==> config.mk <==
export PLATFORM = sky130hd
export DESIGN_NAME = z80_int_timer
export DESIGN_NICKNAME = d
export VERILOG_FILES = /design/src/source/snd_pkg.sv /design/src/source/z80_int_timer.sv
export VERILOG_INCLUDE_DIRS = /design/src /design/src/source
export SDC_FILE = /design/constraint.sdc
export NUM_CORES = 1
export LEC_CHECK = 0
export BUFFER_PORTS_ARGS = -buffer_cell sky130_fd_sc_hd__buf_4
export CORE_MARGIN = 2
export CORE_UTILIZATION = 45
export CTS_CLUSTER_SIZE = 30
export DETAILED_ROUTE_END_ITERATION = 10
export PLACE_DENSITY = 0.74
export REMOVE_ABC_BUFFERS = 1
export SYNTH_ARGS = -nofsm -noshare
export SYNTH_HDL_FRONTEND = slang
export SYNTH_SLANG_ARGS = --single-unit
==> constraint.sdc <==
create_clock -name clk48 -period 4.1 [get_ports clk48]
set_input_delay 0.205 -clock clk48 [delete_from_list [all_inputs] [get_ports clk48]]
set_output_delay 0.205 -clock clk48 [all_outputs]
set_load 0.02 [all_outputs]
==> src/source/snd_params.svh <==
`ifndef SND_PARAMS_SVH
`define SND_PARAMS_SVH

// interrupt period in cen8 ticks, 8 MHz / 32000 = 250 Hz
`define SND_INT_PERIOD 32000

// work RAM, 8 kB
`define SND_RAM_AW 13

// byte offset of bank 0 inside the 512 kB program ROM
`define SND_BANK_BASE 19'h08000

// address nibbles A[15:12] of the upper memory map
`define SND_REGION_RAM_LO 4'hc
`define SND_REGION_RAM_HI 4'hf
`define SND_REGION_QSND   4'hd

// QSound register page, offsets in A[2:0]
`define SND_REG_OFS_W    3
`define SND_REG_DATA_MSB 3'd0
`define SND_REG_DATA_LSB 3'd1
`define SND_REG_ADDR     3'd2
`define SND_REG_BANK     3'd3
`define SND_REG_STATUS   3'd7

`endif
==> src/source/snd_pkg.sv <==
`include "snd_params.svh"

package snd_pkg;

    // Z80 bus seen from the glue, strobes active high
    typedef struct packed {
        logic [15:0] addr;
        logic [ 7:0] dout;  // byte written by the CPU
        logic        mreq;
        logic        rd;
        logic        wr;
        logic        m1;
        logic        iorq;
    } z80_bus_t;

    typedef enum logic [2:0] {
        region_none,
        region_rom_fixed,   // 0000-7FFF
        region_rom_bank,    // 8000-BFFF
        region_ram,         // C000 and F000 pages
        region_qsnd_reg,    // D000 writes
        region_status       // D007 read
    } mem_region_e;

    typedef enum logic [`SND_REG_OFS_W-1:0] {
        reg_data_msb = `SND_REG_DATA_MSB,
        reg_data_lsb = `SND_REG_DATA_LSB,
        reg_addr     = `SND_REG_ADDR,
        reg_bank     = `SND_REG_BANK,
        reg_status   = `SND_REG_STATUS
    } qsnd_reg_e;

    typedef struct packed {
        logic       valid;
        qsnd_reg_e  ofs;
        logic [7:0] data;
    } reg_write_t;

    typedef logic [15:0] dsp_word_t;    // DSP16 parallel bus word

    typedef struct packed {
        logic signed [15:0] left;
        logic signed [15:0] right;
    } stereo_t;

endpackage

==> src/source/z80_int_timer.sv <==
`timescale 1ns/100ps
`include "snd_params.svh"

module z80_int_timer #(
    parameter int period = `SND_INT_PERIOD
) (
    input  logic              clk48,
    input  logic              rst,
    input  logic              cen8,
    input  snd_pkg::z80_bus_t z80_bus,
    output logic              int_n
);
    import snd_pkg::*;

    localparam int cnt_w = $clog2(period);
    localparam logic [cnt_w-1:0] cnt_last = cnt_w'(period - 1);

    logic [cnt_w-1:0] cnt;
    logic             wrap;
    logic             ack;

    assign wrap = cnt == cnt_last;
    assign ack  = z80_bus.m1 & z80_bus.iorq;  // interrupt acknowledge cycle

    always_ff @(posedge clk48 or posedge rst) begin
        if (rst) begin
            cnt   <= '0;
            int_n <= 1'b1;
        end else if (cen8) begin
            cnt <= wrap ? '0 : cnt + cnt_w'(1);
            if (ack)
                int_n <= 1'b1;
            else if (wrap)
                int_n <= 1'b0;  // stays low until acknowledged
        end
    end

endmodule

After elaboration in Yosys (flattened, before gate mapping) --
Index checks and enable logic that the tools add are counted.
Cells by class: $add $sub $neg 1, equal/unequal tests 1, muxes and demuxes 3, bitwise gates (word level) 1, reduce and logical (&&, ||, !) cells 2
Operators by type and width (count):
- $add 15x1->15 const B | 1
- $eq 15x15->1 const B | 1
- $mux 15 | 1
- $mux 1 | 2
- $reduce_and 2->1 | 1
- $reduce_bool 2->1 | 1
- $and 1x1->1 | 1
Word-level totals: flip-flop bits (word level) 16, output and inout port bits 1, logic and storage cells 10

Logic depth before layout (Yosys ltp) --
Gate-level depths: netlist (run 1).
word-level depth 3, mapped depth 5, depth with buffers taken out 5

Worst setup path after synthesis (run 1) --
OpenSTA, ideal clock, no wires.
path type register to register, start point reg cnt[0], end point reg cnt[11], setup time 0.137 ns, arrival time 1.321 ns, data required time 3.963 ns, setup slack 2.642 ns, stages on the path, launching flop included 5, path buffers 0, clock period less this slack 1.458 ns, cell sequence dfrtp_1 -> ha_1 -> nand4_4 -> nor4_4 -> nor2_1
Between the ends: cells in the longest elaborated chain, start to end 2, elaborated cells between the ends (all ways) 3, those cells by class add/sub: 1; eq/ne: 1; mux: 1
Ends and longest elaborated chain:
- start: declaration | line z80_int_timer.sv:18 | logic [cnt_w-1:0] cnt;
- start signal: assignment | line z80_int_timer.sv:30 | cnt <= wrap ? '0 : cnt + cnt_w'(1);
- $add 15x1->15 or $eq 15x15->1 (tied branches) | line z80_int_timer.sv:30, z80_int_timer.sv:22
- $mux 15 (*) | line z80_int_timer.sv:30
Mark *: on every way between the ends. The rest lies on a longest branch, timed or not. A chain may end at the register's enable or synchronous reset.

Worst setup path in the final report (run 1) --
start point reg cnt[0], end point reg cnt[5]
Same word-level chain as after synthesis.

==> results_dict.tcl, run 1 <==
set metrics [dict create \
    dp_hpwl_mm 1.15 \
    grt_usage 0.150 \
    final_common_cell "dfrtp_1" \
    muxShareOfSynthArea 0 \
    antenna_left 0 \
    tightest_slew_ps 611 \
    ys_ff_latch 16 \
    synth.lib_cells_used.distinct 24 \
    post-route-min-period_ps 1760 \
    clock_latency_ps 280 \
    port-buffer-count 5 \
    core_um2 1940 \
    clk_path_buf_depth 2 \
    diodes 0 \
    syn-instance-count 86 \
    status "complete, but fails checks" \
    drv_slew 0 \
    tns_ps 0 \
    antenna_found_initial 0 \
    rows 16 \
    seqCellArea_um2 402 \
    yosysSeqAreaShare 0.442 \
    initial_core_util 0.468 \
    cp.required_ps 4250 \
    io_pins 33 \
    final_cell_mix "15 x dfrtp_1, 9 x nand2_1, 8 x nand3_1, 8 x xnor2_1, 7 x nor2_1" \
    place_congestion 0.756 \
    vias 625 \
    post_cts_buffers 0 \
    drive_above_1_share 0.196 \
    start_kind "flop" \
    r2r_start "cnt[0]" \
    slowest_delay_ps 540 \
    synth_area_leaders "dfrtp_1 41%, nor4_4 9.4%, xnor2_1 7.7%, nand4_4 7.0%, nand3_1 4.4%" \
    routed_wl_mm 1.56 \
    grt_setup_unrepaired "false" \
    root_buffer "clkbuf_4" \
    avgSynthCellArea_um2 10.6 \
    maxCapViolations 0 \
    viasPerCell 5.25 \
    nets 126 \
    clkSinkCount 16 \
    wl_per_cell_um 13.1 \
    ctsHoldBuffers 0 \
    yosys.area_share.simple 0.353 \
    vdd_drop_max_mv 0.323 \
    worstSetupPathType "flop to flop" \
    pwr_density_cell_nw_per_um2 385 \
    finalNonFillerCells 119 \
    post_cts_resized 0 \
    failed_checks "hold timing" \
    synth_top_area_cell "dfrtp_1" \
    cp_max_fo 9 \
    dieArea_um2 2390 \
    clk_pin_slew_ps 90 \
    tritoncts "built" \
    fin_worst_skew_ps 8.20 \
    setup_viol 0 \
    min_period_over_period 0.428 \
    grt_overflow 0 \
    syn_to_final_growth_pct 9.50 \
    grt_max_degree 17 \
    synth_top_family_by_area "simple AND/OR/NAND/NOR gates" \
    relSlewSlack 0.592 \
    synth_xor_area_frac 0.0964 \
    syn-cell-area_um2 908 \
    die_y_um 48.9 \
    multiInputGateArea_um2 463 \
    timing.final.hold_violations 8 \
    n_fill_cell 192 \
    htreeDepth 1 \
    dp.cells 115 \
    grt_pass1_wl_mm 2.79 \
    drt_iter0_drc 7 \
    grt_pass1_vias 625 \
    fmax_mhz 569 \
    drc 0 \
    synth_compound_area_frac 0.0468 \
    cp_slowest_cell "nor4_4" \
    first_pass_iters 3 \
    cts_made_buffers 3 \
    synth_largest_type_area_fraction 0.413 \
    hold_class "primary input to asynchronous set/reset pin" \
    end_kind "flop" \
    cp.arrival_ps 1900 \
    startpoint "cnt[0]" \
    hold_ws_ps -11.7 \
    synthAdderAreaFrac 0.0138 \
    path_cells "ha_1 -> nand4_4 -> nor4_4 -> nor2_1" \
    leakagePower_nw 0.437 \
    yosysWarnings 0 \
    die_x_um 48.9 \
]
[logic make-up (layout without fill, tap and decap cells)]
family          Yosys count  in the layout
fa+ha+maj                 1              1
buf+inv                   9             15
xor+xnor                 10             10
simple gates             42             42
compound gates            8              8
flops                    16             16
[where the power goes]
part | switching [W] | total (W) | internal, W
sequential | 0.0000436 | 0.000223 | 0.000180
clock | 0.0000473 | 0.000101 | 0.0000540
combinational | 0.0000331 | 0.0000586 | 0.0000255
[worst paths after layout]
path | endpoint | depth (start not counted) | slack (ps)
max | cnt[5] | 4 | 2340
min | cnt[0] | 2 | -10
max reg2reg | cnt[5] | 4 | 2340
min reg2reg | int_n | 2 | 480
max in group asynchronous | cnt[4] | 2 | 3710
min in group clk48 | int_n | 3 | 150
[worst max-delay path: cells and delay by family (launching register included)]
kind	cells	cell delay, ps
simple gates	3	880
flops	1	460
fa+ha+maj	1	280
[stage by stage]
stage	util	setup slack [ps]	total power, W	hold WS (ps)	instance area [µm²]
finish	0.512	2340	0.000383	-11.7	995
floorplan	-	2640	0.000265	118	887
detailed placement	0.494	2340	0.000285	323	958
global route	0.512	2210	0.000405	48.9	995
global placement	0.494	2420	0.000280	310	958
CTS	0.512	2310	0.000387	11.0	995
[cell usage after synthesis, drive strengths merged]
cell type and count:
nor2 8, nand2 9, o22ai 1, a31oi 1
and4 2, nand4 4, buf 3, nand2b 2
o21ai 5, nand3 8, dfstp 1, ha 1
inv 6, dfrtp 15, nor4 7, a21oi 1
nor3 2, xnor2 8, xor2 2
[metal layers]
| metal | part of all wire | vias to the layer above | GRT usage |
|---|---|---|---|
| li1 | - | 312 | - |
| met1 | 0.46 | 305 | 0.186 |
| met2 | 0.51 | 4 | 0.253 |
| met3 | 0.014 | 4 | 0.0215 |
| met4 | 0.020 | 0 | 0.0762 |
| met5 | 0 | - | 0 |
[final cells by class]
class                           instances  area share
Clock buffer                            4      0.0365
Inverter                                6      0.0226
Multi-Input combinational cell         61       0.465
Sequential cell                        16       0.404
Tap cell                               27      0.0340
Timing Repair Buffer                    5      0.0377
[state kept, by name, indices dropped and copies added (netlist names)]
| signal | flops |
|---|---|
| cnt | 15 |
| int_n | 1 |
No activity file was read; power rests on OpenSTA's default activity.
==> run 2, diff against run 1 <==
==> constraint.sdc (replaced) <==
create_clock -name clk48 -period 1.75 [get_ports clk48]
set_input_delay 0.0875 -clock clk48 [delete_from_list [all_inputs] [get_ports clk48]]
set_output_delay 0.0875 -clock clk48 [all_outputs]
set_load 0.02 [all_outputs]
==> run 2 against run 1 <==
Compared with the run above: the run now ends clean; clock power is 100% higher; maximum frequency is 10% higher; non-clock buffer count is 5 higher; worst setup slack worse by 2200 ps; die area stayed put; clock-buffer cell count stayed put; sequential power is 130% higher; critical path depth stayed put; sequential share of layout area is 1.2 points lower; clock skew is 3.1 ps lower; combinational power grew to 2.5 times the previous value.
==> results_dict.tcl, run 2 (synthesized netlist as in run 1, its figures left out) <==
set metrics [dict create \
    clk_path_buf_depth 2 \
    cp_slowest_cell "nor4_1" \
    pwr_density_cell_nw_per_um2 847 \
    grt_usage 0.169 \
    power_frac_comb 0.172 \
    clkPwrFrac 0.233 \
    hold_class "primary input to flop" \
    power_switching_w 0.000291 \
    final_cell_mix "15 x dfrtp_1, 9 x nand2_1, 9 x buf_4" \
    n_fill_cell 190 \
    post_cts_buffers 0 \
    die_y_um 48.9 \
    setup_viol 0 \
    top_register "cnt" \
    start_kind "flop" \
    port-buffer-count 5 \
    rows 16 \
    drv_slew 0 \
    finalInstanceArea_um2 1020 \
    post-route-min-period_ps 1590 \
    clk_pin_slew_ps 90 \
    grt_overflow 0 \
    tns_ps 0 \
    finalPower_w 0.000868 \
    internal_power_w 0.000576 \
    io_pins 33 \
    status "completed" \
    multiInputGateArea_um2 463 \
    relSlewSlack 0.572 \
    ctsHoldBuffers 1 \
    grt_pass1_vias 703 \
    htreeDepth 1 \
    grt_setup_unrepaired "false" \
    tritoncts "built" \
    fin_worst_skew_ps 5.14 \
    clock_latency_ps 280 \
    worstSetupPathType "flop to flop" \
    timing.final.hold_violations 0 \
    cp_max_fo 4 \
    clkSinkCount 16 \
    end_kind "flop" \
    first_pass_iters 4 \
    leakagePower_nw 0.455 \
    p_sw_frac 0.336 \
    initial_core_util 0.468 \
    vdd_drop_max_mv 0.539 \
    maxCapViolations 0 \
    cts_made_buffers 3 \
    post_cts_resized 0 \
    drc 0 \
    place_congestion 0.781 \
    core_um2 1940 \
    syn_to_final_growth_pct 12.8 \
    path_cells "and4_1 -> nand3_1 -> nor4_1 -> o22ai_1" \
    cp.arrival_ps 1740 \
    antenna_left 0 \
    drive_above_1_share 0.216 \
    largest_reg_flops 15 \
    crit_buf_inv 0 \
    placed_area_um2 988 \
    diodes 0 \
    grt_max_degree 17 \
    antenna_found_initial 0 \
    crit_family "simple AND/OR/NAND/NOR gates" \
    seqCellArea_um2 402 \
    routed_wl_mm 1.66 \
    wl_per_cell_um 13.4 \
    p_seq_frac 0.595 \
    viasPerCell 5.32 \
    root_buffer "clkbuf_4" \
    tightest_slew_ps 641 \
    cp.required_ps 1900 \
    final_common_cell "dfrtp_1" \
    dieArea_um2 2390 \
    slowest_delay_ps 460 \
    vias 660 \
    largestRegisters "cnt x15, int_n x1" \
    fmax_mhz 629 \
    min_period_over_period 0.909 \
    nets 131 \
    grt_pass1_wl_mm 3.02 \
    drt_iter0_drc 11 \
    die_x_um 48.9 \
]
==> run 2: cell count changes in the layout (fill, tap and decap cells not counted) <==
| cell | previous run | this run |
|---|---|---|
| clkbuf_8 | 1 | 0 |
| dlygate4sd3_1 | 0 | 1 |
| buf_4 | 5 | 9 |
| clkbuf_1 | 0 | 1 |
==> run 2: cell type report <==
class | count | area share
Clock buffer | 4 | 0.0256
Timing Repair Buffer | 10 | 0.0757
Multi-Input combinational cell | 61 | 0.452
Sequential cell | 16 | 0.392
Inverter | 6 | 0.0220
Tap cell | 27 | 0.0330
==> run 2: path summary, 6_finish.rpt <==
kind | cells after the start | to | slack, ps | start
setup reg to reg | 4 | cnt[1] | 160 | cnt[12]
hold reg to reg | 2 | int_n | 470 | int_n
setup / recovery | 4 | cnt[1] | 160 | cnt[12]
max in group asynchronous | 3 | cnt[12] | 870 | rst
min in group asynchronous | 3 | cnt[10] | 470 | rst
hold / removal | 3 | int_n | 40 | z80_bus[0]
==> run 2: worst reg2reg max path, stage by stage (launching register included) <==
cell	delay, ps
dfrtp_1	410
and4_1	220
nand3_1	210
nor4_1	460
o22ai_1	150
==> run 2: through the flow <==
stage / worst slack (ps) / hold WS, ps / utilization / cells
final: 159 / 37.3 / 0.528 / 124
after global routing: 11.6 / 38.8 / 0.528 / 124
after CTS: 173 / 35.0 / 0.528 / 124
after detailed placement: 180 / 208 / 0.509 / 119
after global placement: 242 / 195 / 0.509 / 119
after floorplan: 292 / 0.524 / - / 83
==> run 2: power by group through the flow <==
stage | registers (W) | logic (W) | clock network (W)
finish | 0.000517 | 0.000149 | 0.000202
global route | 0.000527 | 0.000169 | 0.000219
CTS | 0.000518 | 0.000150 | 0.000207
detailed placement | 0.000525 | 0.000147 | 0
global placement | 0.000520 | 0.000143 | 0
floorplan | 0.000512 | 0.000109 | 0
==> run 2: metal layers <==
metal | wire [µm] | part of all wire | global-route usage
met3 | 33 | 0.020 | 0.0337
met4 | 72 | 0.043 | 0.119
met5 | 0 | 0 | 0
met1 | 749 | 0.45 | 0.195
met2 | 807 | 0.49 | 0.281
