===== src/source/snd_params.svh =====
`ifndef SND_PARAMS_SVH
`define SND_PARAMS_SVH

// interrupt period in cen8 ticks, 8 MHz / 32000 = 250 Hz
`define SND_INT_PERIOD 32000

// work RAM, 8 kB
`define SND_RAM_AW 13

// byte offset of bank 0 inside the 512 kB program ROM
`define SND_BANK_BASE 19'h08000

// address nibbles A[15:12] of the upper memory map
`define SND_REGION_RAM_LO 4'hc
`define SND_REGION_RAM_HI 4'hf
`define SND_REGION_QSND   4'hd

// QSound register page, offsets in A[2:0]
`define SND_REG_OFS_W    3
`define SND_REG_DATA_MSB 3'd0
`define SND_REG_DATA_LSB 3'd1
`define SND_REG_ADDR     3'd2
`define SND_REG_BANK     3'd3
`define SND_REG_STATUS   3'd7

`endif

===== src/source/snd_pkg.sv =====
`include "snd_params.svh"

package snd_pkg;

    // Z80 bus seen from the glue, strobes active high
    typedef struct packed {
        logic [15:0] addr;
        logic [ 7:0] dout;  // byte written by the CPU
        logic        mreq;
        logic        rd;
        logic        wr;
        logic        m1;
        logic        iorq;
    } z80_bus_t;

    typedef enum logic [2:0] {
        region_none,
        region_rom_fixed,   // 0000-7FFF
        region_rom_bank,    // 8000-BFFF
        region_ram,         // C000 and F000 pages
        region_qsnd_reg,    // D000 writes
        region_status       // D007 read
    } mem_region_e;

    typedef enum logic [`SND_REG_OFS_W-1:0] {
        reg_data_msb = `SND_REG_DATA_MSB,
        reg_data_lsb = `SND_REG_DATA_LSB,
        reg_addr     = `SND_REG_ADDR,
        reg_bank     = `SND_REG_BANK,
        reg_status   = `SND_REG_STATUS
    } qsnd_reg_e;

    typedef struct packed {
        logic       valid;
        qsnd_reg_e  ofs;
        logic [7:0] data;
    } reg_write_t;

    typedef logic [15:0] dsp_word_t;    // DSP16 parallel bus word

    typedef struct packed {
        logic signed [15:0] left;
        logic signed [15:0] right;
    } stereo_t;

endpackage


===== src/source/qsound_regs.sv =====
`timescale 1ns/100ps

module qsound_regs (
    input  logic                clk48,
    input  logic                rst,
    input  snd_pkg::reg_write_t reg_wr,
    output logic [3:0]          bank,
    output logic                dsp_rst,
    output logic [7:0]          status,
    output snd_pkg::dsp_word_t  dsp_word,
    output logic                dsp_valid,
    input  logic                dsp_ready
);
    import snd_pkg::*;

    typedef enum logic [1:0] {
        st_idle,
        st_msb_word,    // data word offered
        st_addr_word    // address word offered
    } xfer_state_e;

    xfer_state_e state;
    logic [7:0]  cmd_msb;
    logic [7:0]  cmd_lsb;
    logic [7:0]  cmd_addr;
    logic        irq_pending;
    logic        addr_wr;
    logic        take;

    assign addr_wr = reg_wr.valid && reg_wr.ofs == reg_addr;
    assign take    = dsp_valid & dsp_ready;

    always_ff @(posedge clk48 or posedge rst) begin
        if (rst) begin
            bank    <= 4'd0;
            dsp_rst <= 1'b1;
        end else if (reg_wr.valid && reg_wr.ofs == reg_bank) begin
            bank    <= reg_wr.data[3:0];
            dsp_rst <= ~reg_wr.data[7];     // bit 7 lets the DSP run
        end
    end

    // the address byte is written last and starts the transfer
    always_ff @(posedge clk48 or posedge rst) begin
        if (rst) begin
            state <= st_idle;
        end else if (addr_wr) begin
            state <= st_msb_word;   // restarts a pair in flight too
        end else if (take) begin
            state <= (state == st_msb_word) ? st_addr_word : st_idle;
        end
    end

    always_ff @(posedge clk48) begin
        if (reg_wr.valid) begin
            case (reg_wr.ofs)
                reg_data_msb: cmd_msb  <= reg_wr.data;
                reg_data_lsb: cmd_lsb  <= reg_wr.data;
                reg_addr:     cmd_addr <= reg_wr.data;
                default: ;
            endcase
        end
        // word is a snapshot so later Z80 writes cannot disturb it
        if (addr_wr)
            dsp_word <= {cmd_msb, cmd_lsb};
        else if (take && state == st_msb_word)
            dsp_word <= {8'h00, cmd_addr};
    end

    assign irq_pending = state != st_idle;
    assign dsp_valid   = irq_pending;
    assign status      = {~irq_pending, 3'b111, bank};

endmodule


===== config.mk =====
export PLATFORM = sky130hd
export DESIGN_NAME = qsound_regs
export DESIGN_NICKNAME = d
export VERILOG_FILES = /design/src/source/snd_pkg.sv /design/src/source/qsound_regs.sv
export VERILOG_INCLUDE_DIRS = /design/src /design/src/source
export SDC_FILE = /design/constraint.sdc
export NUM_CORES = 1
export LEC_CHECK = 0
export ABC_AREA = 1
export BUFFER_PORTS_ARGS = -buffer_cell sky130_fd_sc_hd__buf_4
export CAP_MARGIN = 20
export CORE_ASPECT_RATIO = 1.4
export CORE_UTILIZATION = 47
export CTS_CLUSTER_DIAMETER = 120
export CTS_CLUSTER_SIZE = 8
export DETAILED_ROUTE_END_ITERATION = 6
export GPL_TIMING_DRIVEN = 0
export PLACE_DENSITY = 0.76
export SKIP_CTS_REPAIR_TIMING = 1
export SLEW_MARGIN = 20
export SYNTH_ARGS = -nofsm -noshare
export SYNTH_HDL_FRONTEND = slang
export SYNTH_SLANG_ARGS = --single-unit
export TNS_END_PERCENT = 10

===== constraint.sdc =====
create_clock -name clk48 -period 1.3 [get_ports clk48]
set_clock_uncertainty 0.1 [all_clocks]
set_input_delay 0.13 -clock clk48 [delete_from_list [all_inputs] [get_ports clk48]]
set_output_delay 0.13 -clock clk48 [all_outputs]
set_load 0.1 [all_outputs]

# Word level (Yosys, flattened, before mapping)
# Index checks and enable logic that the tools add are counted.
# totals
ff_bits	47
in_bits	15
out_inout_bits	30
word_cells	29
# op_classes
eq_ne	4
mux	5
bitwise_logic	3
reduce_logical	10
# ops
op	n
$mux W16	2
$eq A3 B2 Y1 const B	2
$mux W2	3
$reduce_and A2 Y1	3
$reduce_bool A2 Y1	3
$eq A3 B1 Y1 const B	1
$logic_and A1 B1 Y1	3
$logic_not A3 Y1	1
$eq A2 B1 Y1 const B	1
$not A1 Y1	2
$and A1 B1 Y1	1

# Depth between registers and ports, before layout
# Gate-level depths: netlist (run 1).
# depth
depth_word	5
ltp_mapped	6
mapped_depth_nobuf	5

# Worst setup path before layout (run 1)
# No wires, ideal clock.
# synth_timing
path_kind	reg2out
start	register state[0]
end	output dsp_valid
arrival_ns	2.596
t_required_ns	1.070
path_slack_ns	-1.526
stages_incl_launch_ff	3
path_buffers	0
cell_sequence	dfrtp_1 > nor2_1 > inv_1
# synth_via
elab_chain_cells	1
# synth_lines
item	line	text
start, declared	qsound_regs.sv:22	xfer_state_e state;
start signal, assigned	qsound_regs.sv:46	state <= st_idle;
start signal, assigned	qsound_regs.sv:48	state <= st_msb_word;
start signal, assigned	qsound_regs.sv:50	state <= (state == st_msb_word) ? st_addr_word : st_idle;
$reduce_bool A2 Y1	qsound_regs.sv:70	assign irq_pending = state != st_idle;
end, declared	qsound_regs.sv:11	output logic dsp_valid,
# Every way passes these cells.

# Worst setup path after layout (run 1)
# Ends and elaborated chain as after synthesis.

==> run metrics, run 1 <==
status finished, violations left; violated checks negative hold slack; Inserted Diodes 0; Synth cell types 13; detailed-route via count 1153; synth top area cells edfxtp_1 66%, dfrtp_1 8.3%, nand2_1 7.3%; cts bufs inserted 5; CTS tree built; Tightest Pin Transition 704.4 ps; Worst Hold Class primary input to flip-flop; part of the cycle the worst path needs 0.9974; Critical Path Sink Type output pin; Lkg Pwr 1.079 nW; crit path max fanout 3; die height 75.44 µm; clk buf depth 2; Peak VDD IR 1.291 mV; nets 213; Syn Area/Cell 13.03 µm²; htree depth 2; Post-DP HPWL 2.143 mm; CP Cell Sequence nor2_4, inv_1, buf_6; Area growth, synth to finish 33.10%; area of the core 3676 µm²; Worst Hold Endpoint state[0]; vias in the first global route 1011; total design power 3.606 mW; initial antenna violation count 0; post-synth top area cell edfxtp_1; Finished Layout Cells 241; Final Max Slew Viols 0; Setup violations, final 0; DRC 0; Register-to-Register Setup Slack 40 ps; WHS -7.821 ps; IO Port Bufs 41; Startpoint Class flip-flop; Pre-antenna DRT Iters 5; RSZ-0062 raised after global routing true; RePlAce Congestion 0.6990; routed wire length 3.047 mm; Final Critical Period 1297 ps; DR WL/cell 12.64 µm; placed cells 224; min-delay src dsp_ready; first-pass GRT wire length 4.498 mm; GRT Residual Overflow 0; fmax 771.2 MHz; largest net degree at the start of global routing 17; ANT nets after route 0; Reg-to-Reg End dsp_word[6]; Starting Density 0.4925; clk_lat worst skew 300 ps; Site Rows 26; layout cells sized above 1 0.3266; CP max-delay cell dfrtp_1; CTS sink cnt 47; Hold Vio Cnt, Final 1; reg2reg start state[1]; Iter 0 DRT Violations 26; Clock Tree Root clkbuf_8; I/O pin total 45; register area share after synthesis 0.7609; die width 54.46 µm; register bit total from synthesis 47; Slowest Stage Delay on Critical Path 420 ps; commonest cells after routing, fill and taps aside 42 x buf_4, 40 x edfxtp_1, 34 x nand2_1; commonest non-fill, non-tap cell in the layout buf_4; Cell Pwr Density 1496 nW/µm²; Gate Count Post-Synth 139; top cell type's share of synthesized area 0.6634; R2R depth 3; crit path kind flip-flop to output pin; YS warnings 0; post-DR vias/cell 4.784; CP Data Required Time 1070 ps; die area 4108 µm²; Worst Hold Depth 4; MaxCap Viol Count 0; Total Routing Usage GR 0.1655; Worst slew margin 0.5279; Filler Cell Count 274; CP arrival 1070 ps; Worst-path clk slew 70 ps; post-synthesis cell area 1810 µm²
-- area by class of cell --
| class | count | area, µm² | share of cell area |
|---|---|---|---|
| Clock buffer | 8 | 80.08 | 0.03323 |
| Buffer | 10 | 82.58 | 0.03427 |
| Tap cell | 42 | 52.55 | 0.02181 |
| Multi-Input combinational cell | 66 | 315.3 | 0.1308 |
| Sequential cell | 47 | 1379 | 0.5722 |
| Timing Repair Buffer | 50 | 432.9 | 0.1796 |
| Inverter | 18 | 67.56 | 0.02804 |
-- logic make-up after synthesis --
logic type,share of synthesized area
flip-flops,0.7609
AND/OR/NAND/NOR,0.1541
buffers and inverters,0.08293
other,0.002071
-- worst max-delay path by stage --
stage | slack (ps) | startpoint | depth (start not counted) | to
5_1_grt | -50 | state[0] | 3 | dsp_valid
6_report | 3 | state[0] | 3 | dsp_valid
4_1_cts | -230 | state[1] | 3 | dsp_word[15]
3_3_place_gp | -370 | reg_wr[8] | 3 | cmd_lsb[3]
3_5_place_dp | -460 | reg_wr[9] | 4 | cmd_msb[2]
2_1_floorplan | -420 | state[0] | 2 | dsp_valid
-- cell usage after synthesis (all sizes together) --
| library cell | instances |
|---|---|
| edfxtp | 40 |
| conb | 1 |
| buf | 10 |
| dfstp | 1 |
| inv | 18 |
| nand3 | 14 |
| nor2 | 11 |
| nand2 | 36 |
| nor3 | 2 |
| dfrtp | 6 |
-- through the flow --
step / util / setup WS [ps] / instance area [µm²] / TNS, ps / hold slack (ps)
after floorplan: - / -422.6 / 1827 / -2644 / -167.4
after global placement: 0.5950 / -366.8 / 2187 / -12350 / -27.33
after detailed placement: 0.5950 / -461.8 / 2187 / -14460 / -21.67
after CTS: 0.6167 / -232.4 / 2267 / -5867 / -343.9
after global routing: 0.6555 / -45.98 / 2410 / -533.8 / 19.07
final: 0.6555 / 3.380 / 2410 / 0 / -7.821
-- where the power goes --
group / internal [mW] / total, mW / leakage [nW] / switching [mW]
clock network: 0.382 / 0.818 / 0.0395 / 0.436
logic: 0.248 / 1.02 / 0.591 / 0.773
registers: 1.72 / 1.77 / 0.448 / 0.0441
total: 2.35 / 3.61 / 1.08 / 1.25
-- sequential cells by signal (all words and copies together), names as in the netlist --
signal / count
dsp_word: 16
cmd_addr: 8
cmd_lsb: 8
cmd_msb: 8
bank: 4
state: 2
dsp_rst: 1
-- critical path: cells and delay by family (launching register included) --
family        cells  cell delay (ps)
flops             1              420
buf+inv           2              230
simple gates      1              130
-- per-layer routing --
layer,up-vias,global-route usage,wire length (µm)
met5,-,0,0
met4,0,0.08832,77
met3,7,0.05589,178
met2,43,0.2751,1700
met1,544,0.1834,1091
li1,559,-,-
(Power assumes the default switching activity.)
==> inputs of run 2 (changes only) <==
--- a/config.mk
+++ b/config.mk
@@ -9,13 +9,15 @@
 export ABC_AREA = 1
 export BUFFER_PORTS_ARGS = -buffer_cell sky130_fd_sc_hd__buf_4
 export CAP_MARGIN = 20
+export CELL_PAD_IN_SITES_DETAIL_PLACEMENT = 1
+export CELL_PAD_IN_SITES_GLOBAL_PLACEMENT = 1
 export CORE_ASPECT_RATIO = 1.4
-export CORE_UTILIZATION = 47
+export CORE_UTILIZATION = 37
 export CTS_CLUSTER_DIAMETER = 120
 export CTS_CLUSTER_SIZE = 8
 export DETAILED_ROUTE_END_ITERATION = 6
 export GPL_TIMING_DRIVEN = 0
-export PLACE_DENSITY = 0.76
+export PLACE_DENSITY = 0.75
 export SKIP_CTS_REPAIR_TIMING = 1
 export SLEW_MARGIN = 20
 export SYNTH_ARGS = -nofsm -noshare
==> run metrics, run 2 (synthesis gave the netlist of run 1 again) <==
status finished, violations left; violated checks negative setup slack; crit path max fanout 3 (unchanged); part of the cycle the worst path needs 1.052 (+0.05444); RePlAce Congestion 0.7190 (+2.9%); GRT Residual Overflow 0 (unchanged); Inserted Diodes 0 (unchanged); Iter 0 DRT Violations 45 (+73%); ANT nets after route 0 (unchanged); CP arrival 1140 ps (+70 ps); Crit. Startpoint state[0]; Largest register FFs 16 (unchanged); area of the core 4608 µm² (+25%); post-placement cell area 2212 µm² (+1.1%); routed wire length 3.691 mm (+21%); Peak VDD IR 0.9596 mV (-26%); Pre-antenna DRT Iters 4 (-1); commonest non-fill, non-tap cell in the layout buf_4; Worst-path clk slew 90 ps (+20 ps); Lkg Pwr 1.122 nW (+4.0%); I/O pin total 45 (unchanged); Reg with most FFs dsp_word; fmax 731.3 MHz (-5.2%); Multi-input gate area 331.6 µm² (+5.2%); Filler Cell Count 491 (+79%); Starting Density 0.3929 (-0.09963); DRC 0 (unchanged); Final Critical Period 1367 ps (+70.77 ps); Setup violations, final 2 (+2); total design power 4.018 mW (+11%); die width 61.12 µm (+12%); CTS tree built; initial antenna violation count 0 (unchanged); CTS sink cnt 47 (unchanged); commonest cells after routing, fill and taps aside 43 x buf_4, 40 x edfxtp_1, 34 x nand2_1; die area 5181 µm² (+26%); Cell Pwr Density 1588 nW/µm² (+6.1%); Register Area 1379 µm² (unchanged); Total Routing Usage GR 0.1461 (-0.01942); min-delay src dsp_ready; Startpoint Class flip-flop; clk_lat worst skew 300 ps (about the same); Tightest Pin Transition 714.2 ps (+9.845 ps); DR WL/cell 14.03 µm (+11%); Post-DP HPWL 2.395 mm (+12%); Critical Path Sink Type output pin; CP Data Required Time 1070 ps (about the same); RSZ-0062 raised after global routing true; htree depth 2 (unchanged); clk buf depth 2 (unchanged); Final Max Slew Viols 0 (unchanged); Site Rows 29 (+12%); detailed-route via count 1177 (+2.1%); Worst Hold Class primary input to flip-flop; cts bufs inserted 5 (unchanged); largest net degree at the start of global routing 17 (unchanged); MaxCap Viol Count 0 (unchanged); crit path kind flip-flop to output pin; first-pass GRT wire length 5.395 mm (+20%); final instance area 2531 µm² (+5.0%); Worst slew margin 0.5213 (-0.006600); Hold Vio Cnt, Final 0 (-1); Area growth, synth to finish 39.81%; post-DR vias/cell 4.475 (-6.5%); IO Port Bufs 41 (unchanged); reg2reg start state[0]; Clock Tree Root clkbuf_8; die height 84.77 µm (+12%); layout cells sized above 1 0.3532 (+0.02660); nets 215 (+0.94%); vias in the first global route 1111 (+9.9%); fin worst setup slack -67.39 ps (-70.77 ps)
## run 2: critical path: stages (launching register included)
cell and delay [ps]:
dfrtp_1 440, nor2_4 150, inv_1 60, buf_6 180
## run 2: power by group
part	total [mW]	switching (mW)	leakage, nW	internal, mW
clock	1.18	0.492	0.0626	0.689
sequential	1.77	0.0455	0.448	1.72
combinational	1.07	0.792	0.611	0.279
## run 2: path summary, 6_finish.rpt
kind | end | slack [ps] | cells past startpoint
max reg2reg | dsp_word[15] | 20 | 3
max in group asynchronous | dsp_rst | 620 | 3
min in group asynchronous | bank[2] | 220 | 3
min | state[0] | 40 | 4
min reg2reg | dsp_word[1] | 430 | 2
max | dsp_valid | -70 | 3
## run 2: metal layers
metal,up-vias,wire [µm],global-route usage
met1,560,1335,0.1600
met3,11,158,0.02773
li1,566,-,-
met4,0,91,0.08678
met2,40,2106,0.2500
met5,-,0,0
## run 2: stage by stage
stage	worst slack, ps	std cells	setup TNS, ps	hold slack (ps)	utilization
2_1_floorplan	-422.6	141	-2644	-167.4	-
3_3_place_gp	-397.2	244	-11940	-26.21	0.4800
3_5_place_dp	-518.3	244	-14890	-18.17	0.4800
4_1_cts	-280.0	252	-6653	-352.5	0.5086
5_1_grt	-93.69	263	-397.6	60.39	0.5493
6_report	-67.39	263	-127.3	44.92	0.5493
## run 2: cell type report
class | instances | area share
inverter | 18 | 0.02669
clock buffer | 6 | 0.03707
clock inverter | 2 | 0.01483
tap | 62 | 0.03065
sequential | 47 | 0.5447
multi-input combinational | 67 | 0.1310
buffer | 10 | 0.03262
timing repair buffer | 51 | 0.1824
