## src/source/snd_params.svh

```systemverilog
`ifndef SND_PARAMS_SVH
`define SND_PARAMS_SVH

// interrupt period in cen8 ticks, 8 MHz / 32000 = 250 Hz
`define SND_INT_PERIOD 32000

// work RAM, 8 kB
`define SND_RAM_AW 13

// byte offset of bank 0 inside the 512 kB program ROM
`define SND_BANK_BASE 19'h08000

// address nibbles A[15:12] of the upper memory map
`define SND_REGION_RAM_LO 4'hc
`define SND_REGION_RAM_HI 4'hf
`define SND_REGION_QSND   4'hd

// QSound register page, offsets in A[2:0]
`define SND_REG_OFS_W    3
`define SND_REG_DATA_MSB 3'd0
`define SND_REG_DATA_LSB 3'd1
`define SND_REG_ADDR     3'd2
`define SND_REG_BANK     3'd3
`define SND_REG_STATUS   3'd7

`endif
```

## src/source/snd_pkg.sv

```systemverilog
`include "snd_params.svh"

package snd_pkg;

    // Z80 bus seen from the glue, strobes active high
    typedef struct packed {
        logic [15:0] addr;
        logic [ 7:0] dout;  // byte written by the CPU
        logic        mreq;
        logic        rd;
        logic        wr;
        logic        m1;
        logic        iorq;
    } z80_bus_t;

    typedef enum logic [2:0] {
        region_none,
        region_rom_fixed,   // 0000-7FFF
        region_rom_bank,    // 8000-BFFF
        region_ram,         // C000 and F000 pages
        region_qsnd_reg,    // D000 writes
        region_status       // D007 read
    } mem_region_e;

    typedef enum logic [`SND_REG_OFS_W-1:0] {
        reg_data_msb = `SND_REG_DATA_MSB,
        reg_data_lsb = `SND_REG_DATA_LSB,
        reg_addr     = `SND_REG_ADDR,
        reg_bank     = `SND_REG_BANK,
        reg_status   = `SND_REG_STATUS
    } qsnd_reg_e;

    typedef struct packed {
        logic       valid;
        qsnd_reg_e  ofs;
        logic [7:0] data;
    } reg_write_t;

    typedef logic [15:0] dsp_word_t;    // DSP16 parallel bus word

    typedef struct packed {
        logic signed [15:0] left;
        logic signed [15:0] right;
    } stereo_t;

endpackage

```

## src/source/dsp_audio_latch.sv

```systemverilog
`timescale 1ns/100ps

module dsp_audio_latch (
    input  logic               clk48,
    input  logic               rst,
    input  logic               dsp_sadd,
    input  logic               dsp_psel,
    input  snd_pkg::dsp_word_t dsp_serout,
    output snd_pkg::stereo_t   audio,
    output logic               audio_valid
);
    import snd_pkg::*;

    logic    last_sadd;
    logic    last_psel;
    stereo_t pair;          // channels as they come in

    always_ff @(posedge clk48 or posedge rst) begin
        if (rst) begin
            last_sadd   <= 1'b0;
            last_psel   <= 1'b1;    // no false edge if psel is high out of reset
            audio_valid <= 1'b0;
        end else begin
            last_sadd   <= dsp_sadd;
            last_psel   <= dsp_psel;
            audio_valid <= dsp_psel & ~last_psel;
        end
    end

    // serial interface bypassed, serout is taken as a parallel word
    always_ff @(posedge clk48) begin
        if (last_sadd && !dsp_sadd) begin
            if (dsp_psel)
                pair.right <= dsp_serout;
            else
                pair.left  <= dsp_serout;
        end
        if (dsp_psel && !last_psel)
            audio <= pair;
    end

endmodule

```

## config.mk

```make
export PLATFORM = sky130hd
export DESIGN_NAME = dsp_audio_latch
export DESIGN_NICKNAME = d
export VERILOG_FILES = /design/src/source/snd_pkg.sv /design/src/source/dsp_audio_latch.sv
export VERILOG_INCLUDE_DIRS = /design/src /design/src/source
export SDC_FILE = /design/constraint.sdc
export NUM_CORES = 1
export LEC_CHECK = 0
export BUFFER_PORTS_ARGS = -buffer_cell sky130_fd_sc_hd__buf_2
export CORE_AREA = 3 3 66 68
export DETAILED_ROUTE_END_ITERATION = 16
export DIE_AREA = 0 0 69 71
export PLACE_DENSITY = 0.79
export SYNTH_ARGS = -nofsm -noshare
export SYNTH_HDL_FRONTEND = slang
export SYNTH_SLANG_ARGS = --single-unit
```

## constraint.sdc

```tcl
create_clock -name clk48 -period 4.5 [get_ports clk48]
set_input_delay 0.9 -clock clk48 [delete_from_list [all_inputs] [get_ports clk48]]
set_output_delay 0.9 -clock clk48 [all_outputs]
set_load 0.01 [all_outputs]
```

Yosys cells after proc, flatten, opt, wreduce, memory -nomap -nowiden:

Index checks and enable logic that the tools add are counted.

* ROM bits: 0
* memory bits (writable): 0
* bits in latches: 0
* flip-flop bits (word level): 67
* output and inout bits: 33
* memories: 0

* reduce and logical (&&, ||, !) cells: 6
* bitwise gates (word level): 3
* multipliers: 0
* magnitude comparators: 0
* add/sub/neg operators: 0
* multiplexer cells: 0
* shifts and indexed selects: 0
* equality and inequality tests: 0
* div/mod/pow operators: 0

Operators with widths (number)
* AND reduction 2 bit: 2
* logical AND 1 bit: 2
* logical NOT 1 bit: 2
* NOT 1 bit: 2
* AND 1 bit: 1

Longest topological paths before layout:

Gate-level depths: netlist of the first run.

* depth in word-level cells: 3
* gate-level depth with buffers: 1
* mapped depth without buffers: 1

Least setup slack after synthesis of the first run:

No wires, ideal clock.

* path type: in2reg
* start point: input dsp_psel
* end point: register audio[0] (netlist name), enable pin
* arrival time: 2.373 ns
* required time: 4.074 ns
* setup slack: 1.702 ns
* stages on the path: 1
* cell sequence: nor2b_1

* word-level cells in the longest chain between the ends: 1

RTL lines
* start: declaration: RTL line dsp_audio_latch.sv:7 `input logic dsp_psel,`
* logical AND 1 bit: RTL line dsp_audio_latch.sv:38 `if (dsp_psel && !last_psel)`
* end signal: assignment: RTL line dsp_audio_latch.sv:39 `audio <= pair;`
* end: declaration: RTL line dsp_audio_latch.sv:9 `output snd_pkg::stereo_t audio,`

Every way passes these cells.
A chain may end at the register's enable or synchronous reset.

Worst setup path after layout of the first run:

* start point: input dsp_psel
* end point: register pair[23] (netlist name), enable pin

* word-level cells in the longest chain between the ends: 2

RTL lines
* NOT 1 bit (no source line)
* AND reduction 2 bit (no source line)
* end: declaration: RTL line dsp_audio_latch.sv:16 `stereo_t pair;`

Every way passes these cells.

==> qor.yml, run 1 <==
drive_above_1_share_pct: 50.4
status: "completed"
numPortBuffers: 52
total_leakage_power_uw: 0.000982
core-area_sq_um: 3910
yosysMostFrequentCell: "edfxtp_1"
cp_num_buf_inv: 2
reg2reg_slack_ns: 3.06
stdcell_count: 191
worstSetupEndpointType: "flip-flop"
drt_iter0_drc: 26
syn_avg_cell_area_sq_um: 28.6
drtAntennaViolNets: 0
synthFlopType: "edfxtp_1"
critPathMaxFanout: 10
slowest_stage: "nor3b_2"
pwr-share-clk_pct: 42.8
seqPwrFrac_pct: 54.3
synth_area_leaders: "edfxtp_1, dfrtp_1, dfstp_2"
critPathKind: "in2reg"
synth_nets: 91
critical-path-top-delay-family: "simple AND/OR/NAND/NOR gates"
setup_viol: 0
antenna_found_initial: 0
regArea_sq_um: 2000
multi_input_area_sq_um: 30.0
comb_power_share_pct: 2.9
rr_startpoint: "last_sadd"
internal_power_uw: 1080
hold_slack_ns: 0.419
syn2layout_area_growth_pct: 28.2
wirelength_mm: 2.66
grt_start_max_net_pins: 25
synthTopCellsByCount: "edfxtp_1, dfrtp_1"
fin_crit_ns: 1.82
gr-total-overflow: 0
max_slew_margin_pct: 52.3
ioPinCount: 53
final_core_util_pct: 66.5
synth_cells: 71
clkLatencyLatePin_ns: 0.33
fp-row-count: 23
synth_edf_count: 64
period_share_pct: 40.4
cts_hold_buffers: 0
ys_ff_latch: 67
arrival_ns: 1.85
synth_top_area_share_pct: 94.7
switching_share_pct: 17.1
routed_via_density: 4.51
ys_types: 7
power-per-cell-area_nw_per_um2: 502
ys_seq_area_share_pct: 98.5
die_h_um: 71
clk_root_buffer_cell: "clkbuf_8"
hold_viol: 0
diodes: 0
cts_max_path_buffers: 2
startpoint_type: "input port"
synth_warnings: 0
die_area_sq_um: 4900
drc: 0
max_clock_freq_ghz: 0.550
peakVddDrop_mv: 0.391
grt.total_usage_pct: 12.7
gp_congestion: 0.684
path_cells: "buf_2 -> nor3b_2 -> buf_4"
clkSlewWorstSetupHoldPaths_ns: 0.06
grt_pass1_vias: 921
yosys.area.top_type: "edfxtp_1"
die_w_um: 69
async_flop_share_pct: 4.48
cts_sinks: 67
first_pass_iters: 4
rsz0062_at_grt: "no"
grt_pass1_wl_mm: 4.37
htreeDepth: 3
initial_utilization_pct: 51.9
rr_endpoint: "pair[23]"
hp-class: "in2async"
ctsResizeCount: 0
p_total_uw: 1310
post_cts_buffers: 0
switchingPower_uw: 223
slew_viol_final: 0
finalNetCount: 156
dp_cells: 175
cpPeakStageDelay_ns: 0.52
crit_required_ns: 4.53
vias: 862
wl_per_cell_um: 13.9
cts_inserted_buffers: 9
worst_slew_pin_slew_ns: 0.716
nFillCells: 282
fin_tns_setup_ns: 0
finalClockSkew_ns: 0.00582
ff2ff_path_depth: 2
tritoncts: "built"
maxCapViolCount: 0
synth_area_sq_um: 2030
layout by cell type, fill, tap and decap left out, drive strengths merged:
master  synthesis  layout
dfrtp           2       2
edfxtp         64      64
dfstp           1       1
nor3b           1       1
and3b           1       1
nor2b           1       1
inv             1       1
clkbuf          0      10
bufinv          0       3
buf             0      54
clkinv          0       3
power groups by stage:
stage                     clock (uW)  sequential (uW)  combinational, uW
after floorplan                    0              729               8.28
after global placement             0              723               37.1
after detailed placement           0              723               38.8
after CTS                        571              710               38.9
after global routing             601              711               42.1
final                            559              710               38.2
final cells by class:
cell class	instances	share of cell area, %
clock inverters	6	3.99
flip-flops and latches	67	76.8
inverters	1	0.144
clock buffers	10	4.91
multi-input cells	3	1.15
well taps	50	2.41
repair buffers	54	10.6
cell families (layout without fill, tap and decap cells):
| group | Yosys count | after routing | synth area share, % |
|---|---|---|---|
| buffers and inverters | 1 | 71 | 0.185 |
| flip-flops | 67 | 67 | 98.5 |
| AND/OR/NAND/NOR | 3 | 3 | 1.36 |
metrics by stage:
step,area (sq um),setup slack [ns]
floorplan,2030,1.70
global placement,2370,2.40
detailed placement,2370,2.30
CTS,2600,2.66
global route,2600,2.56
finish,2600,2.68
sequential cells by signal (all words and copies together) (netlist names):
name         cells
audio           32
pair            32
audio_valid      1
last_psel        1
last_sadd        1
how the worst max path moves through the flow:
| stage | end | start | depth (start not counted) | slack, ns |
|---|---|---|---|---|
| final | pair[23] | dsp_psel | 3 | 2.68 |
| after global routing | audio[23] | dsp_psel | 3 | 2.56 |
| after CTS | pair[23] | dsp_psel | 3 | 2.66 |
| after detailed placement | pair[18] | dsp_psel | 3 | 2.30 |
| after global placement | audio[18] | dsp_psel | 3 | 2.40 |
| after floorplan | audio[0] | dsp_psel | 1 | 1.70 |
routing by layer:
| layer | vias up | GRT usage, % | share of wire [%] |
|---|---|---|---|
| met5 | - | 0 | 0 |
| met2 | 41 | 18.9 | 49 |
| met4 | 0 | 12.4 | 3.8 |
| li1 | 414 | - | - |
| met1 | 398 | 13.8 | 38 |
| met3 | 9 | 4.83 | 8.5 |
Note: power is estimated with default switching activity, not from simulation.
==> run 2: changes to the inputs <==
--- a/config.mk
+++ b/config.mk
@@ -6,11 +6,12 @@
 export SDC_FILE = /design/constraint.sdc
 export NUM_CORES = 1
 export LEC_CHECK = 0
+export ABC_AREA = 1
 export BUFFER_PORTS_ARGS = -buffer_cell sky130_fd_sc_hd__buf_2
-export CORE_AREA = 3 3 66 68
+export CORE_AREA = 3 3 68 70
 export DETAILED_ROUTE_END_ITERATION = 16
-export DIE_AREA = 0 0 69 71
-export PLACE_DENSITY = 0.79
+export DIE_AREA = 0 0 71 73
+export PLACE_DENSITY = 0.74
 export SYNTH_ARGS = -nofsm -noshare
 export SYNTH_HDL_FRONTEND = slang
 export SYNTH_SLANG_ARGS = --single-unit
==> constraint.sdc (replaced) <==
create_clock -name clk48 -period 1.7 [get_ports clk48]
set_input_delay 0.34 -clock clk48 [delete_from_list [all_inputs] [get_ports clk48]]
set_output_delay 0.34 -clock clk48 [all_outputs]
set_load 0.01 [all_outputs]
==> run 2 against run 1 <==
Against the previous run: final cell count grew 2.1%; sequential cell count stayed put; critical path depth fell by 2; register-to-register slack worse by 2.4 ns; sequential power rose to 2.6 times the previous value; via count rose by 1.7%; die area is 5.8% higher; highest routed layer unchanged; synthesized cell count grew 4.2%; worst hold slack got worse by 0.29 ns.
==> qor.yml, run 2 <==
synth_compound_area_share_pct: 0  # unchanged
synthXorXnorAreaFrac_pct: 0  # unchanged
synth_cells: 74  # +4.2%
antenna_found_initial: 0  # unchanged
numPortBuffers: 52  # unchanged
synth_top_area_share_pct: 94.9  # +0.23 points
finalNetCount: 161  # +3.2%
cpPeakStageDelay_ns: 0.39  # -0.13 ns
die_area_sq_um: 5180  # +5.8%
async_flop_share_pct: 4.48  # unchanged
fin_crit_ns: 1.21
hold_viol: 0  # unchanged
clkSlewWorstSetupHoldPaths_ns: 0.07  # about the same
grt.total_usage_pct: 11.9  # -0.75 points
gp_congestion: 0.635  # -7.2%
routed_via_density: 4.50  # -0.35%
final_area_sq_um: 2580  # -0.91%
syn_avg_cell_area_sq_um: 27.4  # -4.3%
yosys.area.top_type: "edfxtp_1"
worstSetupEndpointType: "output port"
worst_slew_pin_slew_ns: 0.216  # -0.500 ns
hp-class: "in2reg"
wirelength_mm: 2.80  # +5.2%
arrival_ns: 0.87  # -0.98 ns
multi_input_area_sq_um: 17.5  # -42%
final_cell_mix: "edfxtp_1, buf_2, clkbuf_8"
cts_inserted_buffers: 9  # unchanged
drt_iter0_drc: 25  # -3.8%
grt_pass1_wl_mm: 4.22  # -3.5%
synth_area_leaders: "edfxtp_1, dfrtp_1, dfstp_2"
die_h_um: 73  # +2.8%
drive_above_1_share_pct: 49.0  # -1.4 points
synth_top_family_by_area: "simple AND/OR/NAND/NOR gates"
synthFlopType: "edfxtp_1"
synth_warnings: 0  # unchanged
clk_root_buffer_cell: "clkbuf_8"
period_share_pct: 71.2
critPathKind: "reg2out"
regArea_sq_um: 2000  # unchanged
startpoint_type: "flip-flop"
drc: 0  # unchanged
critPathMaxFanout: 1  # -9
ys_seq_area_share_pct: 98.7  # +0.24 points
synth-adder-area-share_pct: 0  # unchanged
drtAntennaViolNets: 0  # unchanged
ys_types: 6  # -1
place_area_sq_um: 2380  # +0.63%
core-area_sq_um: 4030  # +2.9%
clkLatencyLatePin_ns: 0.33  # about the same
maxCapViolCount: 0  # unchanged
fp-row-count: 23  # unchanged
vias: 877  # +1.7%
power-per-cell-area_nw_per_um2: 1240  # +150%
nFillCells: 298  # +5.7%
critical-path-top-delay-family: "flip-flops"
grt_pass1_vias: 910  # -1.2%
die_w_um: 71  # +2.9%
grt_start_max_net_pins: 34  # +36%
diodes: 0  # unchanged
yosysMostFrequentCell: "edfxtp_1"
final_common_cell: "edfxtp_1"
slew_viol_final: 0  # unchanged
cts_sinks: 67  # unchanged
slowest_stage: "edfxtp_1"
gr-total-overflow: 0  # unchanged
fin_tns_setup_ns: 0  # unchanged
path_cells: "buf_2"
cp_num_buf_inv: 1  # -1
first_pass_iters: 4  # unchanged
crit_required_ns: 1.36  # -3.17 ns
wl_per_cell_um: 14.3  # +3.0%
rsz0062_at_grt: "no"
initial_utilization_pct: 50.2  # -1.6 points
syn2layout_area_growth_pct: 27.3
ys_ff_latch: 67  # unchanged
cts_max_path_buffers: 2  # unchanged
tritoncts: "built"
synth_edf_count: 64  # unchanged
max_slew_margin_pct: 85.6  # +33 points
total_leakage_power_uw: 0.000971  # -1.1%
status: "completed"
finalClockSkew_ns: 0.00706  # +0.00123 ns
synth_area_sq_um: 2020  # -0.25%
synthTopCellsByCount: "edfxtp_1, inv_1, nor2_1"
synth.area.mux_share_pct: 0  # unchanged
yosys.area_share.simple_pct: 0.742  # -0.61 points
htreeDepth: 3  # unchanged
peakVddDrop_mv: 0.836  # +110%
dpl.hpwl_mm: 1.85
max_clock_freq_ghz: 0.826
ioPinCount: 53  # unchanged
synth_nets: 94  # +3.3%
largestRegisters: "audio (32), pair (32)"
setup_viol: 0  # unchanged
-- run 2: cell count changes in the layout (fill, tap and decap cells not counted), sizes merged --
cell / change
nor2b: -1
nor3b: -1
buf: +1
dlygate4sd3: +1
nand2: +1
clkinvlp: +2
nor2: +3
clkinv: -1
and3b: -1
bufinv: -2
inv: +2
-- run 2: final cells by class --
| class | instances | area share [%] |
|---|---|---|
| sequential | 67 | 77.5 |
| timing repair buffer | 56 | 11.8 |
| clock buffer | 10 | 4.95 |
| tap | 50 | 2.43 |
| clock inverter | 5 | 2.14 |
| multi-input combinational | 4 | 0.680 |
| inverter | 3 | 0.437 |
-- run 2: stage by stage --
step,utilization [%],setup WS [ns],hold WS (ns),instances,total power (uW)
global placement,59.2,0.529,0.202,179,2010
global route,64.0,0.414,0.111,195,3300
finish,64.0,0.489,0.133,195,3190
CTS,64.0,0.454,0.115,195,3220
floorplan,-,0.0665,0.0929,74,1950
detailed placement,59.2,0.474,0.208,179,2020
-- run 2: where the power goes --
part / internal, uW / switching [uW] / total (uW)
Clock: 663 / 537 / 1200
Combinational: 42.5 / 63.9 / 106
Sequential: 1870 / 12.8 / 1880
Total: 2570 / 614 / 3190
-- run 2: path summary, 6_finish.rpt --
path,start,to,slack [ns],depth (start not counted)
min,dsp_psel,last_psel,0.13,1
max reg2reg,last_psel,audio[2],0.65,2
max in group asynchronous,rst,last_psel,1.07,3
min in group asynchronous,rst,audio_valid,0.42,3
max,audio[18],audio[18],0.49,1
min reg2reg,pair[5],audio[5],0.41,0
-- run 2: routing by layer --
layer  global-route usage, %  part of all wire (%)  routed length [um]  vias to the layer above
met2                    18.7                    51                1410                       36
met4                    6.89                   2.2                  62                        0
li1                        -                     -                   -                      423
met1                    12.0                    38                1050                      411
met3                    7.71                   9.6                 270                        7
met5                       0                     0                   0                        -
-- run 2: kinds of logic after synthesis --
logic type | count (synthesis)
simple gates | 4
buf+inv | 3
flops | 67
-- run 2: timing repair --
action | CTS | global route
buffers inserted | 0 | 0
resized for setup | 0 | 0
hold buffers | 1 | 0
endpoints found under the hold margin | 2 | 0
